File: config.mk
export PLATFORM = sky130hd
export DESIGN_NAME = bank_table_top
export DESIGN_NICKNAME = d
export VERILOG_FILES = /design/src/design/bank_table_pkg.sv /design/src/design/bank_table_top.sv /design/src/design/read_merger.sv /design/src/design/bank_router.sv /design/src/design/table_bank.sv /design/src/design/ram_initializer.sv
export VERILOG_INCLUDE_DIRS = /design/src /design/src/design
export SDC_FILE = /design/constraint.sdc
export NUM_CORES = 1
export LEC_CHECK = 0
export BUFFER_PORTS_ARGS = -buffer_cell sky130_fd_sc_hd__clkbuf_2
export CAP_MARGIN = 20
export CORE_MARGIN = 8
export CORE_UTILIZATION = 45
export CTS_BUF_LIST = sky130_fd_sc_hd__clkbuf_4 sky130_fd_sc_hd__clkbuf_8
export CTS_CLUSTER_SIZE = 24
export DETAILED_ROUTE_END_ITERATION = 7
export PLACE_DENSITY = 0.62
export SYNTH_ARGS = -nofsm -noshare
export SYNTH_HDL_FRONTEND = slang
export SYNTH_HIERARCHICAL = 1
export SYNTH_SLANG_ARGS = --single-unit
export TNS_END_PERCENT = 30
File: constraint.sdc
create_clock -name clk -period 4.6 [get_ports clk]
set_input_delay 0.46 -clock clk [delete_from_list [all_inputs] [get_ports clk]]
set_output_delay 0.46 -clock clk [all_outputs]
set_load 0.05 [all_outputs]
File: src/design/bank_table_defines.svh
`ifndef BANK_TABLE_DEFINES_SVH
`define BANK_TABLE_DEFINES_SVH

// ---------------------------------------------------------
// Table geometry
// ---------------------------------------------------------

// Number of banks, must be a power of two and at least 2
`define BANK_TABLE_NUM_BANKS 4

// Entries per bank, at least 2
// A full clear takes this many cycles because all banks clear together
`define BANK_TABLE_BANK_DEPTH 16

// Bits per stored word
`define BANK_TABLE_WORD_WIDTH 16

`endif
File: src/design/bank_table_pkg.sv
`include "bank_table_defines.svh"

package bank_table_pkg;

  // Geometry taken over from the defines header
  localparam int NUM_BANKS  = `BANK_TABLE_NUM_BANKS;
  localparam int BANK_DEPTH = `BANK_TABLE_BANK_DEPTH;
  localparam int WORD_WIDTH = `BANK_TABLE_WORD_WIDTH;

  // Field widths of a host address
  localparam int BANK_BITS  = $clog2(NUM_BANKS);
  localparam int INDEX_BITS = $clog2(BANK_DEPTH);

  // One stored word
  typedef logic [WORD_WIDTH-1:0] word_t;

  // Entry index within one bank
  typedef logic [INDEX_BITS-1:0] index_t;

  // Bank number, taken from the low address bits
  typedef logic [BANK_BITS-1:0] bank_num_t;

  // Host address, index in the upper bits and bank number in the lower bits
  // so that consecutive addresses land in consecutive banks
  typedef logic [INDEX_BITS+BANK_BITS-1:0] table_addr_t;

  // One bit per bank, used for one-hot selects
  typedef logic [NUM_BANKS-1:0] bank_mask_t;

endpackage

File: src/design/bank_table_top.sv
`timescale 1ns/1ps

`include "bank_table_defines.svh"

// Banked lookup table with interleaved addressing and parallel clear
module bank_table_top (
  input  logic                        clk,
  input  logic                        arst_n,
  // Clear control, fanned out to every bank
  input  logic                        init_start,
  input  bank_table_pkg::word_t       init_value,
  // Host access
  input  logic                        wr_en,
  input  logic                        rd_en,
  input  bank_table_pkg::table_addr_t addr,
  input  bank_table_pkg::word_t       wr_data,
  output bank_table_pkg::word_t       rd_data,
  output logic                        rd_valid,
  // Status
  output logic                        busy,
  output logic                        req_dropped
);

  import bank_table_pkg::*;

  // Router to banks
  bank_mask_t bank_wr_mask;
  bank_mask_t bank_rd_mask;
  index_t     index;
  word_t      bank_wr_data;

  // Router to merger
  bank_num_t  rd_bank;

  // Banks to merger
  word_t [`BANK_TABLE_NUM_BANKS-1:0] bank_rd_data;
  bank_mask_t                        bank_rd_valid;
  logic  [`BANK_TABLE_NUM_BANKS-1:0] bank_busy;

  // ---------------------------------------------------------
  // Request decode
  // ---------------------------------------------------------

  bank_router u_router (
    .clk          (clk),
    .arst_n       (arst_n),
    .wr_en        (wr_en),
    .rd_en        (rd_en),
    .addr         (addr),
    .wr_data      (wr_data),
    .busy         (busy),
    .bank_wr_mask (bank_wr_mask),
    .bank_rd_mask (bank_rd_mask),
    .index        (index),
    .bank_wr_data (bank_wr_data),
    .rd_bank      (rd_bank),
    .req_dropped  (req_dropped)
  );

  // ---------------------------------------------------------
  // Banks
  // ---------------------------------------------------------

  // Every bank sees the same index and data, only its mask bit differs
  for (genvar b = 0; b < `BANK_TABLE_NUM_BANKS; b++) begin : g_bank
    table_bank #(
      .DEPTH     (`BANK_TABLE_BANK_DEPTH),
      .payload_t (word_t)
    ) u_bank (
      .clk        (clk),
      .arst_n     (arst_n),
      .init_start (init_start),
      .init_value (init_value),
      .wr_sel     (bank_wr_mask[b]),
      .rd_sel     (bank_rd_mask[b]),
      .index      (index),
      .wr_data    (bank_wr_data),
      .rd_data    (bank_rd_data[b]),
      .rd_valid   (bank_rd_valid[b]),
      .busy       (bank_busy[b])
    );
  end

  // ---------------------------------------------------------
  // Read return and status
  // ---------------------------------------------------------

  read_merger u_merger (
    .clk           (clk),
    .arst_n        (arst_n),
    .rd_bank       (rd_bank),
    .bank_rd_data  (bank_rd_data),
    .bank_rd_valid (bank_rd_valid),
    .bank_busy     (bank_busy),
    .rd_data       (rd_data),
    .rd_valid      (rd_valid),
    .busy          (busy)
  );

endmodule

File: src/design/read_merger.sv
`timescale 1ns/1ps

// Collects the per-bank read results into one read port and folds
// the per-bank clear levels into one busy level
module read_merger (
  input  logic                                                  clk,
  input  logic                                                  arst_n,
  // Bank number of the read issued this cycle
  input  bank_table_pkg::bank_num_t                             rd_bank,
  // Registered read words and valids of all banks
  input  bank_table_pkg::word_t [bank_table_pkg::NUM_BANKS-1:0] bank_rd_data,
  input  bank_table_pkg::bank_mask_t                            bank_rd_valid,
  // Clear levels of all banks
  input  logic [bank_table_pkg::NUM_BANKS-1:0]                  bank_busy,
  // Merged read port
  output bank_table_pkg::word_t                                 rd_data,
  output logic                                                  rd_valid,
  // High while any bank is clearing
  output logic                                                  busy
);

  import bank_table_pkg::*;

  // Bank number delayed to line up with the bank's read register
  bank_num_t rd_bank_q;

  // ---------------------------------------------------------
  // Read return path
  // ---------------------------------------------------------

  // Sampled on the same edge as the bank read, so it names the bank
  // whose rd_valid is up in the following cycle
  always_ff @(posedge clk or negedge arst_n) begin
    if (!arst_n) begin
      rd_bank_q <= '0;
    end else begin
      rd_bank_q <= rd_bank;
    end
  end

  assign rd_data  = bank_rd_data[rd_bank_q];
  assign rd_valid = |bank_rd_valid;

  // All banks clear together, but any one of them still clearing
  // is enough to hold off the host
  assign busy = |bank_busy;

  // ---------------------------------------------------------
  // Checks
  // ---------------------------------------------------------

  // Only one read can be in flight per cycle
  one_read_valid_a : assert property (
    @(posedge clk) disable iff (!arst_n)
    $onehot0(bank_rd_valid)
  );

  // The delayed bank number must point at the bank that answered
  rd_bank_matches_a : assert property (
    @(posedge clk) disable iff (!arst_n)
    rd_valid |-> bank_rd_valid[rd_bank_q]
  );

endmodule

File: src/design/bank_router.sv
`timescale 1ns/1ps

// Splits a host address into bank number and index, turns the bank
// number into one-hot selects and drops requests during a clear
module bank_router (
  input  logic                        clk,
  input  logic                        arst_n,
  // Host request strobes
  input  logic                        wr_en,
  input  logic                        rd_en,
  input  bank_table_pkg::table_addr_t addr,
  input  bank_table_pkg::word_t       wr_data,
  // Combined clear level from all banks
  input  logic                        busy,
  // Per-bank selects that stay zero when idle or dropped
  output bank_table_pkg::bank_mask_t  bank_wr_mask,
  output bank_table_pkg::bank_mask_t  bank_rd_mask,
  // Shared to all banks
  output bank_table_pkg::index_t      index,
  output bank_table_pkg::word_t       bank_wr_data,
  // Bank number of the current read, picked up by the merger
  output bank_table_pkg::bank_num_t   rd_bank,
  // One-cycle flag for a request that arrived while busy
  output logic                        req_dropped
);

  import bank_table_pkg::*;

  bank_num_t  bank_num;
  bank_mask_t bank_onehot;
  logic       wr_ok;
  logic       rd_ok;

  // ---------------------------------------------------------
  // Address decode
  // ---------------------------------------------------------

  // Low bits pick the bank and the rest is the entry within it
  assign {index, bank_num} = addr;

  assign bank_onehot = bank_mask_t'(1) << bank_num;

  // Requests are only accepted while no bank is clearing
  assign wr_ok = wr_en && !busy;
  assign rd_ok = rd_en && !busy;

  assign bank_wr_mask = wr_ok ? bank_onehot : '0;
  assign bank_rd_mask = rd_ok ? bank_onehot : '0;

  // Write data is common to all banks and the mask decides who takes it
  assign bank_wr_data = wr_data;
  assign rd_bank      = bank_num;

  // Drop flag raised one cycle after the rejected request
  always_ff @(posedge clk or negedge arst_n) begin
    if (!arst_n) begin
      req_dropped <= 1'b0;
    end else begin
      req_dropped <= busy && (wr_en || rd_en);
    end
  end

  // At most one bank may see a given request
  mask_onehot_a : assert property (
    @(posedge clk) disable iff (!arst_n)
    $onehot0(bank_wr_mask) && $onehot0(bank_rd_mask)
  );

endmodule

File: src/design/table_bank.sv
`timescale 1ns/1ps

`include "bank_table_defines.svh"

// One bank of the table: a storage array with one write port and one
// synchronous read port, plus its own clear sequencer
module table_bank #(
  // Entries in this bank, matches the index width of the package
  parameter int  DEPTH     = `BANK_TABLE_BANK_DEPTH,
  // Payload held in each entry
  parameter type payload_t = bank_table_pkg::word_t
) (
  input  logic                    clk,
  input  logic                    arst_n,
  // Clear request and the value every entry is cleared to
  input  logic                    init_start,
  input  payload_t                init_value,
  // Host strobes, already gated off by the router during a clear
  input  logic                    wr_sel,
  input  logic                    rd_sel,
  input  bank_table_pkg::index_t  index,
  input  payload_t                wr_data,
  // Read result, valid for one cycle after rd_sel
  output payload_t                rd_data,
  output logic                    rd_valid,
  // High while this bank is clearing
  output logic                    busy
);

  import bank_table_pkg::*;

  // Storage array
  payload_t mem [DEPTH];

  // Write port of the clear sequencer
  logic     init_wr_valid;
  index_t   init_wr_addr;
  payload_t init_wr_data;

  // Merged write port into the array
  logic     mem_we;
  index_t   mem_addr;
  payload_t mem_wdata;

  // ---------------------------------------------------------
  // Clear sequencer
  // ---------------------------------------------------------

  ram_initializer #(
    .DEPTH     (DEPTH),
    .payload_t (payload_t)
  ) u_init (
    .clk           (clk),
    .arst_n        (arst_n),
    .initial_value (init_value),
    .start         (init_start),
    .busy          (busy),
    .wr_valid      (init_wr_valid),
    .wr_addr       (init_wr_addr),
    .wr_data       (init_wr_data)
  );

  // ---------------------------------------------------------
  // Write port arbitration
  // ---------------------------------------------------------

  // The sequencer owns the port for the whole clear
  // Outside a clear the host write goes straight through
  always_comb begin
    if (init_wr_valid) begin
      mem_we    = 1'b1;
      mem_addr  = init_wr_addr;
      mem_wdata = init_wr_data;
    end else begin
      mem_we    = wr_sel;
      mem_addr  = index;
      mem_wdata = wr_data;
    end
  end

  always_ff @(posedge clk) begin
    if (mem_we) begin
      mem[mem_addr] <= mem_wdata;
    end
  end

  // ---------------------------------------------------------
  // Read port
  // ---------------------------------------------------------

  // The read samples the array before a same-edge write lands,
  // so a read and write to one entry in one cycle returns the old word
  always_ff @(posedge clk) begin
    if (rd_sel) begin
      rd_data <= mem[index];
    end
  end

  always_ff @(posedge clk or negedge arst_n) begin
    if (!arst_n) begin
      rd_valid <= 1'b0;
    end else begin
      rd_valid <= rd_sel;
    end
  end

  // The router is expected to block host traffic for the whole clear;
  // a host select here would corrupt the array or read stale data
  no_host_during_init_a : assert property (
    @(posedge clk) disable iff (!arst_n)
    init_wr_valid |-> !(wr_sel || rd_sel)
  );

endmodule

File: src/design/ram_initializer.sv
`timescale 1ns/1ps

// Walks every entry of a RAM once after a start pulse and writes the
// same value into each one
module ram_initializer #(
  // Number of entries to write, at least 2
  parameter int  DEPTH     = 2,
  // Payload stored in each entry
  parameter type payload_t = logic
) (
  input  logic                     clk,
  input  logic                     arst_n,
  // Value written into every entry, held stable by the user while busy
  input  payload_t                 initial_value,
  // First write happens on the cycle after start is sampled
  // A start pulse during busy has no effect
  input  logic                     start,
  output logic                     busy,
  // Write port toward the RAM
  output logic                     wr_valid,
  output logic [$clog2(DEPTH)-1:0] wr_addr,
  output payload_t                 wr_data
);

  localparam int ADDR_WIDTH = $clog2(DEPTH);

  // Address of the final entry, where the walk ends
  localparam logic [ADDR_WIDTH-1:0] ADDR_LAST = ADDR_WIDTH'(DEPTH - 1);

  typedef enum logic {
    st_idle = 1'b0,
    st_busy = 1'b1
  } state_t;

  state_t                  state;
  state_t                  state_next;
  logic [ADDR_WIDTH-1:0]   addr_next;

  // ---------------------------------------------------------
  // Sequencer
  // ---------------------------------------------------------

  // Every busy cycle issues exactly one write
  assign busy     = (state == st_busy);
  assign wr_valid = (state == st_busy);
  assign wr_data  = initial_value;

  always_comb begin
    state_next = state;
    addr_next  = wr_addr;
    case (state)
      st_idle: begin
        if (start) begin
          state_next = st_busy;
        end
      end
      st_busy: begin
        // Wrap to zero so the next run starts from entry 0 again
        if (wr_addr == ADDR_LAST) begin
          state_next = st_idle;
          addr_next  = '0;
        end else begin
          addr_next = wr_addr + 1'b1;
        end
      end
      default: begin
        state_next = st_idle;
        addr_next  = '0;
      end
    endcase
  end

  always_ff @(posedge clk or negedge arst_n) begin
    if (!arst_n) begin
      state   <= st_idle;
      wr_addr <= '0;
    end else begin
      state   <= state_next;
      wr_addr <= addr_next;
    end
  end

  // ---------------------------------------------------------
  // Checks
  // ---------------------------------------------------------

  // The counter must never run past the array, also across the wrap
  wr_addr_in_range_a : assert property (
    @(posedge clk) disable iff (!arst_n)
    wr_valid |-> (wr_addr < DEPTH)
  );

  // A value change mid-run would leave the RAM with mixed contents
  initial_value_stable_a : assert property (
    @(posedge clk) disable iff (!arst_n)
    busy |-> $stable(initial_value)
  );

endmodule

== Word-level counts from Yosys, hierarchy flattened ==
Memories as Yosys holds them, arrays and structs flattened. A register that Yosys moved wholly into a read port is not among the register bits.
Cells that the tools add are included.

* Register bits: 27
* Memories: 4
* Memory bits (writable): 1,024

{| class="wikitable"
|+ Memory list
! memory !! depth !! bits a word !! rd ports !! clocked after memory_dff !! write ports !! RTL line !! source
|-
| g_bank[0].u_bank.mem || 16 || 16 || 1 || 1 || 1 || table_bank.sv:33 || <nowiki>payload_t mem [DEPTH];</nowiki>
|-
| g_bank[1].u_bank.mem || 16 || 16 || 1 || 1 || 1 || table_bank.sv:33 ||
|-
| g_bank[2].u_bank.mem || 16 || 16 || 1 || 1 || 1 || table_bank.sv:33 ||
|-
| g_bank[3].u_bank.mem || 16 || 16 || 1 || 1 || 1 || table_bank.sv:33 ||
|}

* Mux-type cells: 37
* Reductions and logical operators: 7
* $add $sub $neg: 4
* Order comparisons: 1
* Shift-type cells: 1
* Bitwise logic cells: 4
* Equality and inequality tests: 4

{| class="wikitable"
|+ Operator list
! operator !! number
|-
| 2-to-1 mux 16 bit || 5
|-
| 2-to-1 mux 4 bit || 10
|-
| binary-select mux 16 bit (select 2 bit) || 1
|-
| 2-to-1 mux 1 bit || 17
|-
| adder 4 x 1 -> 4 bit, second input constant || 4
|-
| equality test 4 bit, second input constant || 4
|-
| one-hot mux 1 bit (2 select lines) || 4
|-
| OR reduction 4 bit || 2
|-
| NOT 1 bit || 4
|-
| left shift 1 x 2 -> 4 bit, first input constant || 1
|-
| logical AND 1 bit || 3
|-
| < comparator 2 x 3 -> 1 bit, second input constant || 1
|-
| logical NOT 1 bit || 1
|-
| logical OR 1 bit || 1
|}

== Depth between registers and ports, before layout ==
Gate-level depths: netlist (run 1).

* Depth after elaboration: 7
* Gate-level depth with buffers: 6
* Depth with buffers taken out: 5

== Cells and area by module ==
The synthesis (run 1) kept the hierarchy.

{| class="wikitable"
|+ By module, submodules not included
! module !! cells an instance !! area an instance (um2) !! times used !! seq. area each (um2)
|-
| table_bank || 473 || 10,546.4 || 4 || 8,192.9
|-
| ram_initializer || 36 || 376.6 || 4 || 125.1
|-
| read_merger || 24 || 489.2 || 1 || 50.0
|-
| bank_router || 32 || 280.3 || 1 || 25.0
|}

== Least setup slack after synthesis (run 1) ==
OpenSTA, ideal clock, no wires.

* Kind: reg-to-reg
* Start point: reg g_bank[1].u_bank.u_init.state
* End point: reg g_bank[0].u_bank/rd_data[0] (netlist bit), read port of g_bank[0].u_bank.mem, enable pin
* Library setup time: 0.439 ns
* Cell stages (with the launch flop): 3
* Arrival time: 3.166 ns
* Slack: 0.995 ns
* Path through: dfrtp_1 or4_1 nor4b_1

* Longest elaborated chain between the ends: 4

{| class="wikitable"
|+ RTL lines
! what !! RTL line !! source
|-
| from (decl) || ram_initializer.sv:35 || <nowiki>state_t state;</nowiki>
|-
| from (signal assigned) || ram_initializer.sv:75 || <nowiki>state <= st_idle;</nowiki>
|-
| from (signal assigned) || ram_initializer.sv:78 || <nowiki>state <= state_next;</nowiki>
|-
| OR reduction 4 bit || read_merger.sv:46 || <nowiki>assign busy = |bank_busy;</nowiki>
|-
| net busy || bank_table_top.sv:20 || <nowiki>output logic busy,</nowiki>
|-
| logical NOT 1 bit || bank_router.sv:45 || <nowiki>assign rd_ok = rd_en && !busy;</nowiki>
|-
| logical AND 1 bit || bank_router.sv:45 ||
|-
| 2-to-1 mux 4 bit || bank_router.sv:48 || <nowiki>assign bank_rd_mask = rd_ok ? bank_onehot : '0;</nowiki>
|-
| net bank_rd_mask[0] || bank_table_top.sv:28 || <nowiki>bank_mask_t bank_rd_mask;</nowiki>
|-
| to (decl) || table_bank.sv:24 || <nowiki>output payload_t rd_data,</nowiki>
|}

The timed path passes the listed nets, and every way through them passes these cells.
A chain may end at the register's enable or synchronous reset.

== Worst setup path after layout (run 1) ==
* Start point: reg g_bank[1].u_bank.u_init.state
* End point: mem g_bank[0].u_bank/mem[15][14] (netlist bit), enable pin

* Longest elaborated chain between the ends: 7

{| class="wikitable"
|+ RTL lines
! what !! RTL line !! source
|-
| OR reduction 4 bit || read_merger.sv:46 ||
|-
| logical NOT 1 bit || bank_router.sv:44 || <nowiki>assign wr_ok = wr_en && !busy;</nowiki>
|-
| logical AND 1 bit || bank_router.sv:44 ||
|-
| 2-to-1 mux 4 bit || bank_router.sv:47 || <nowiki>assign bank_wr_mask = wr_ok ? bank_onehot : '0;</nowiki>
|-
| net bank_wr_mask[0] || bank_table_top.sv:27 || <nowiki>bank_mask_t bank_wr_mask;</nowiki>
|-
| 2-to-1 mux 1 bit || table_bank.sv:70 || <nowiki>if (init_wr_valid) begin</nowiki>
|-
| 2-to-1 mux 1 bit || table_bank.sv:82 || <nowiki>if (mem_we) begin</nowiki>
|-
| 2-to-1 mux 1 bit (not written as such) || table_bank.sv:83 || <nowiki>mem[mem_addr] <= mem_wdata;</nowiki>
|-
| to (decl) || table_bank.sv:33 ||
|}

The timed path passes the listed nets, and every way through them passes these cells.

==> metrics.md, run 1 <==
| Metric | Value |
|---|---|
| Outcome | completed |
| Clk sinks | 1115 |
| Register share of total power | 52.5% |
| Synth Cell Area | between 40000 and 50000 µm² |
| Post_cts resized | 0 |
| Sw Pwr | 7750 µW |
| Switching share of total power | 27.7% |
| Yosys cell types | 40 |
| CP Launch Point | g_bank[1].u_bank/u_init/busy |
| CP Capture Type | register |
| Cts hold-fix bufs | 6 |
| Fin nets | 2284 |
| Starting Density | between 40% and 50% |
| Design area | 49500 µm² |
| Post-DP Area | between 40000 and 50000 µm² |
| Worst path cell trace | or4_1 -> nor4b_1 -> and4b_1 -> a31oi_1 -> nor2_1 -> buf_4 |
| Max Cap Violations | 0 |
| RSZ-0062 raised after global routing | no |
| Static leakage | 0.0162 µW |
| Final core utilization | around half |
| Fmax | 276 MHz |
| Tmin final | approximately 3600 ps |
| Yosys warning count | 6 |
| Share of flip-flops with an asynchronous set or reset | 2.42% |
| Initial antenna violation count | 12 |
| Internal power | just over 20000 µW |
| Drt total wl | 99400 µm |
| CTS tree | yes |
| I/O Pins | 62 |
| Setup bufs post-CTS | 0 |
| Setup crit start kind | register |
| Worst R2R Setup Slack | 980 ps |
| Most common cell after layout, fill and taps aside | edfxtp_1 |
| Worst-Skew Late Latency | 840 ps |
| Post-detail-place hpwl | 64300 µm |
| Final ANT Viol Nets | 0 |
| Root Buffer | clkbuf_8 |
| Syn Area/Cell | 21.3 µm² |
| Crit-path max FO | 10 |
| Final setup viols | 0 |
| CP required | a little over 5000 ps |
| Combinational power share | around 18% |
| R2R depth | 6 |
| Slew HR | ~30% |
| Peak supply drop | about 0.25 mV |
| Slew Limit Fails | 0 |
| Share of cells above drive strength 1 | just over 30% |
| Die height | 330 µm |
| Mapped Nets | 2139 |
| Via density | just under 6 |
| Setup Crit Path Kind | register to register |
| Pwr/cell area | 564 nW/µm² |
| Worst setup endpoint | g_bank[0].u_bank/mem[15][14] |
| Die Wd | approximately 330 µm |
| Largest net degree at the start of global routing | between 80 and 90 |
| Tcrit/Tclk final | 78.7% |
| Setup TNS | 0 ps |
| FF-to-FF Start | g_bank[1].u_bank/u_init/busy |
| CTS buffer count | approximately 180 |
| Total track usage | 18.1% |
| Vias in the first global route | 21828 |
| Filler cell count | 7701 |
| Most frequent cells in the layout | 1088 x edfxtp_1, 198 x mux4_2, 186 x clkbuf_8, 98 x buf_4, 95 x nor2_1 |
| Min-delay worst type | input pin to async pin |
| Syn Inst Count | 2092 |
| Starting DRC count in detailed routing | ~2000 |
| DIE AREA | roughly 110000 µm² |
| Slowest stage cell, crit path | nor4b_1 |
| Crit path DAT | 4120 ps |
| Largest stage delay, worst path | 830 ps |
| Place WS | 1030 ps |
| H-Tree Depth | 4 |
| Hold Fails Final Rpt | 0 |
| Port bufs | 61 |
| GRT overflow | 0 |
| Main synth FF type | edfxtp_1 |
| WL/cell | 27.0 µm |
| Reg2reg end | g_bank[0].u_bank/mem[15][14] |
| Worst-path clk slew | 60 ps |
| Via count | 21354 |
| Core area | about 98000 µm² |
| Final worst slack | 980 ps |
| Row Count | approximately 120 |
| EDFF count, synth | 1088 |
| # DRC | 0 |
| DR pass1 iterations | 5 |
| Least-Margin Pin Slew | 1050 ps |
| Gpl congestion | 0.832 |
| Yosys reg bits | 1115 |
| Clock power frac | between 20 and 30% |
| Global-route wire length before repair | 145000 µm |
| P&R area growth vs syn | 11.3% |
| Clk_skew | between 50 and 60 ps |
| Seq/Total Area, Yosys | roughly three quarters |
| Clock tree buffer depth | 3 |
[kinds of logic after synthesis]
logic type                 Yosys count  synth area share (%)
DFF                               1115                  75.0
muxes                              340                  16.2
and+or+nand+nor                    234                  2.56
buffers and inverters              214                  3.14
AOI/OAI and AO/OA                  181                  2.94
xor gates and xnor gates             4                0.0788
adders and majority gates            4                 0.113
[critical path: cells and delay by family, from the launching register on]
kind	cells	cell delay, ps
compound gates	1	80
flops	1	390
simple gates	4	2510
buf+inv	1	320
[per-stage QoR]
stage,hold WS (ps),instances,total power [µW]
global placement,575,3338,19600
floorplan,164,2092,17900
global route,354,3680,29100
finish,349,3681,27900
CTS,286,3677,28200
detailed placement,585,3338,19900
[layout make-up]
| class | count | area, µm² | share of cell area, % |
|---|---|---|---|
| sequential | 1115 | 33300 | 67.4 |
| multi-input combinational | 763 | 9780 | 19.8 |
| clock buffer | 233 | 2900 | 5.86 |
| tap | 1287 | 1610 | 3.25 |
| timing repair buffer | 168 | 1180 | 2.38 |
| clock inverter | 100 | 634 | 1.28 |
| inverter | 12 | 45.0 | 0.0910 |
| antenna | 3 | 7.51 | 0.0152 |
[layer usage]
layer  wire length [µm]  GRT usage (%)  part of all wire, %  up-vias
li1                   -              -                    -     9020
met1              41200           24.7                   41    11264
met4               1700           4.77                  1.7        6
met2              47100           28.4                   47      913
met5                 40              0                0.040        -
met3               9470           5.84                  9.5      151
[flip-flops by register name, summed over array words and instances, names as in the netlist]
signal and flops:
g_bank.u_bank/mem 1024, g_bank.u_bank/rd_data 64, g_bank.u_bank/u_init/wr_addr 16, g_bank.u_bank/rd_valid 4
g_bank.u_bank/u_init/busy 4, u_merger/rd_bank_q 2, u_router/req_dropped 1
[power by group through the flow]
stage                     Sequential, µW  Combinational (µW)  Clock (µW)
after CTS                          14700                5060        8450
after global routing               14800                5370        8890
after floorplan                    14700                3230           0
after global placement             14700                4900           0
after detailed placement           14900                5030           0
final                              14700                5010        8260
[cell usage after synthesis, types with 16 or more instances]
master | count | area [µm²]
mux2_2 | 64 | 721
edfxtp_1 | 1088 | 32700
nand2b_1 | 16 | 100
buf_6 | 21 | 236
o22ai_1 | 64 | 400
dfrtp_1 | 27 | 676
mux4_2 | 198 | 4460
buf_1 | 20 | 75.1
a31oi_1 | 16 | 100
nor2_1 | 112 | 420
clkbuf_1 | 20 | 75.1
mux4_1 | 74 | 1940
buf_2 | 38 | 190
buf_4 | 98 | 736
nand2_1 | 52 | 195
a22oi_1 | 64 | 480
[how the worst min path moves through the flow]
stage / startpoint / endpoint / slack (ps)
2_1_floorplan: arst_n / g_bank[0].u_bank/rd_valid / 160
3_3_place_gp: arst_n / g_bank[1].u_bank/u_init/wr_addr[1] / 580
3_5_place_dp: arst_n / g_bank[1].u_bank/u_init/wr_addr[1] / 580
4_1_cts: arst_n / g_bank[1].u_bank/u_init/wr_addr[1] / 290
5_1_grt: arst_n / g_bank[1].u_bank/u_init/wr_addr[1] / 350
6_report: arst_n / g_bank[1].u_bank/u_init/wr_addr[1] / 350
Note: power is estimated with default switching activity, not from simulation.
==> run 2, diff against run 1 <==
- clock period: 4.6 -> 3.55 ns (I/O delays scaled with it)
==> metrics.md, run 2 (same netlist as run 1, synthesis figures left out) <==
| Metric | Value |
|---|---|
| Outcome | completed (unchanged) |
| Die Wd | 330 µm (unchanged) |
| CTS tree | yes (unchanged) |
| Fin nets | 2313 (was 2284) |
| Peak supply drop | 0.337 mV (was 0.250 mV) |
| Global-route wire length before repair | 147000 µm (was 145000 µm) |
| Least-Margin Pin Slew | 951 ps (was 1050 ps) |
| Starting DRC count in detailed routing | 1907 (was 1987) |
| GRT overflow | 0 (unchanged) |
| Static leakage | 0.0164 µW (was 0.0162 µW) |
| CTS buffer count | 175 (was 177) |
| Clk sinks | 1115 (unchanged) |
| I/O Pins | 62 (unchanged) |
| Post-detail-place hpwl | 66300 µm (was 64300 µm) |
| Vias in the first global route | 22176 (was 21828) |
| CP Capture Type | output port (was register) |
| Setup TNS | 0 ps (unchanged) |
| Die height | 330 µm (unchanged) |
| CP Launch Point | u_merger/rd_bank_q[0] (was g_bank[1].u_bank/u_init/busy) |
| Reg2reg end | g_bank[1].u_bank/mem[10][7] (was g_bank[0].u_bank/mem[15][14]) |
| Pwr Total | 36100 µW (was 27900 µW) |
| RSZ-0062 raised after global routing | no (unchanged) |
| Total track usage | 18.3% (was 18.1%) |
| Post_cts resized | 0 (unchanged) |
| Worst-Skew Late Latency | 800 ps (was 840 ps) |
| Clk_skew | 24.6 ps (was 52.1 ps) |
| Pwr/cell area | 726 nW/µm² (was 564 nW/µm²) |
| Largest registers | g_bank.u_bank/mem: 1024 flops, g_bank.u_bank/rd_data: 64 flops, g_bank.u_bank/u_init/wr_addr: 16 flops (unchanged) |
| Largest register FFs | 1024 (unchanged) |
| WL/cell | 27.1 µm (was 27.0 µm) |
| Final setup viols | 0 (unchanged) |
| DIE AREA | 109000 µm² (unchanged) |
| Most common cell after layout, fill and taps aside | edfxtp_1 (unchanged) |
| Min-delay worst type | input pin to async pin (unchanged) |
| Root Buffer | clkbuf_8 (unchanged) |
| Hold Fails Final Rpt | 0 (unchanged) |
| Largest Register | g_bank.u_bank/mem (unchanged) |
| Via density | 5.78 (was 5.80) |
| Most frequent cells in the layout | 1088 x edfxtp_1, 198 x mux4_2, 184 x clkbuf_8, 121 x buf_4, 75 x nor2_1 (was 1088 x edfxtp_1, 198 x mux4_2, 186 x clkbuf_8, 98 x buf_4, 95 x nor2_1) |
| Slew HR | 36.6% (was 29.8%) |
| Fmax | 313 MHz |
| R2R depth | 7 (was 6) |
| Row Count | 115 (unchanged) |
| CP required | 3190 ps (was 5100 ps) |
| Gpl congestion | 0.867 (was 0.832) |
| Crit path DAT | 2840 ps (was 4120 ps) |
| Share of cells above drive strength 1 | 32.7% (was 30.8%) |
| Port bufs | 61 (unchanged) |
| Setup Crit Path Kind | register to output port (was register to register) |
| Tmin final | about 3200 ps |
| Starting Density | 45.3% (unchanged) |
| Worst R2R Setup Slack | 410 ps (was 980 ps) |
| Clock tree buffer depth | 3 (unchanged) |
| Max Cap Violations | 0 (unchanged) |
| Final ANT Viol Nets | 0 (unchanged) |
| Slew Limit Fails | 0 (unchanged) |
| Tcrit/Tclk final | 89.9% |
| H-Tree Depth | 4 (unchanged) |
| Setup crit start kind | register (unchanged) |
| Crit-path max FO | 16 (was 10) |
| Largest net degree at the start of global routing | 73 (was 88) |
| Worst-path clk slew | 60 ps (about the same) |
| Initial antenna violation count | 6 (was 12) |
| Via count | 21351 (was 21354) |
| Drt total wl | 100000 µm (was 99400 µm) |
| Core area | 98100 µm² (unchanged) |
| # DRC | 0 (unchanged) |
| P&R area growth vs syn | 12.0% (was 11.3%) |
| FF-to-FF Start | g_bank[0].u_bank/u_init/busy (was g_bank[1].u_bank/u_init/busy) |
| DR pass1 iterations | 5 (unchanged) |
==> run 2: how the worst max path moves through the flow <==
| stage | end | cells past startpoint |
|---|---|---|
| finish | rd_data[2] | 2 |
| global route | rd_data[0] | 2 |
| CTS | rd_data[2] | 2 |
| detailed placement | g_bank[1].u_bank/mem[10][9] | 7 |
| global placement | g_bank[1].u_bank/mem[10][11] | 7 |
| floorplan | g_bank[1].u_bank/rd_data[0] | 2 |
==> run 2: final cells by class <==
type | instances | area [µm²]
Fill cell | 7703 | 48300
Clock inverter | 77 | 482
Multi-Input combinational cell | 763 | 9840
Tap cell | 1287 | 1610
Antenna cell | 4 | 10.0
Inverter | 12 | 45.0
Timing Repair Buffer | 199 | 1520
Clock buffer | 239 | 2930
Sequential cell | 1115 | 33300
==> run 2: timing repair <==
| action | CTS | global route |
|---|---|---|
| setup endpoints to repair | 0 | 0 |
| endpoints found under the hold margin | 35 | 0 |
| buffers inserted | 0 | 0 |
| hold buffers | 6 | 0 |
==> run 2: through the flow <==
step	hold slack (ps)	instances	util, %	instance area [µm²]	worst slack, ps
after floorplan	59.4	2092	-	44500	42.6
after global placement	445	3370	47.2	46300	426
after detailed placement	463	3370	47.2	46300	422
after CTS	229	3692	50.7	49800	325
after global routing	287	3693	50.7	49800	243
final	254	3696	50.7	49800	358
==> run 2: report_power, final <==
group,internal (µW),leakage [µW],switching (µW)
Sequential,18300,0.0102,761
Combinational,2260,0.00436,4400
Clock,5660,0.00182,4800
==> run 2: critical path: stages (launching register included) <==
cell	delay [ps]
dfrtp_1	960
mux4_1	780
clkbuf_2	300
==> run 2: per-layer routing <==
| layer | vias to the layer above | GRT usage (%) | wire [µm] |
|---|---|---|---|
| met5 | - | 0 | 10 |
| met2 | 857 | 28.8 | 47800 |
| met4 | 2 | 4.76 | 1640 |
| li1 | 9078 | - | - |
| met1 | 11279 | 25.2 | 41800 |
| met3 | 135 | 5.30 | 8750 |
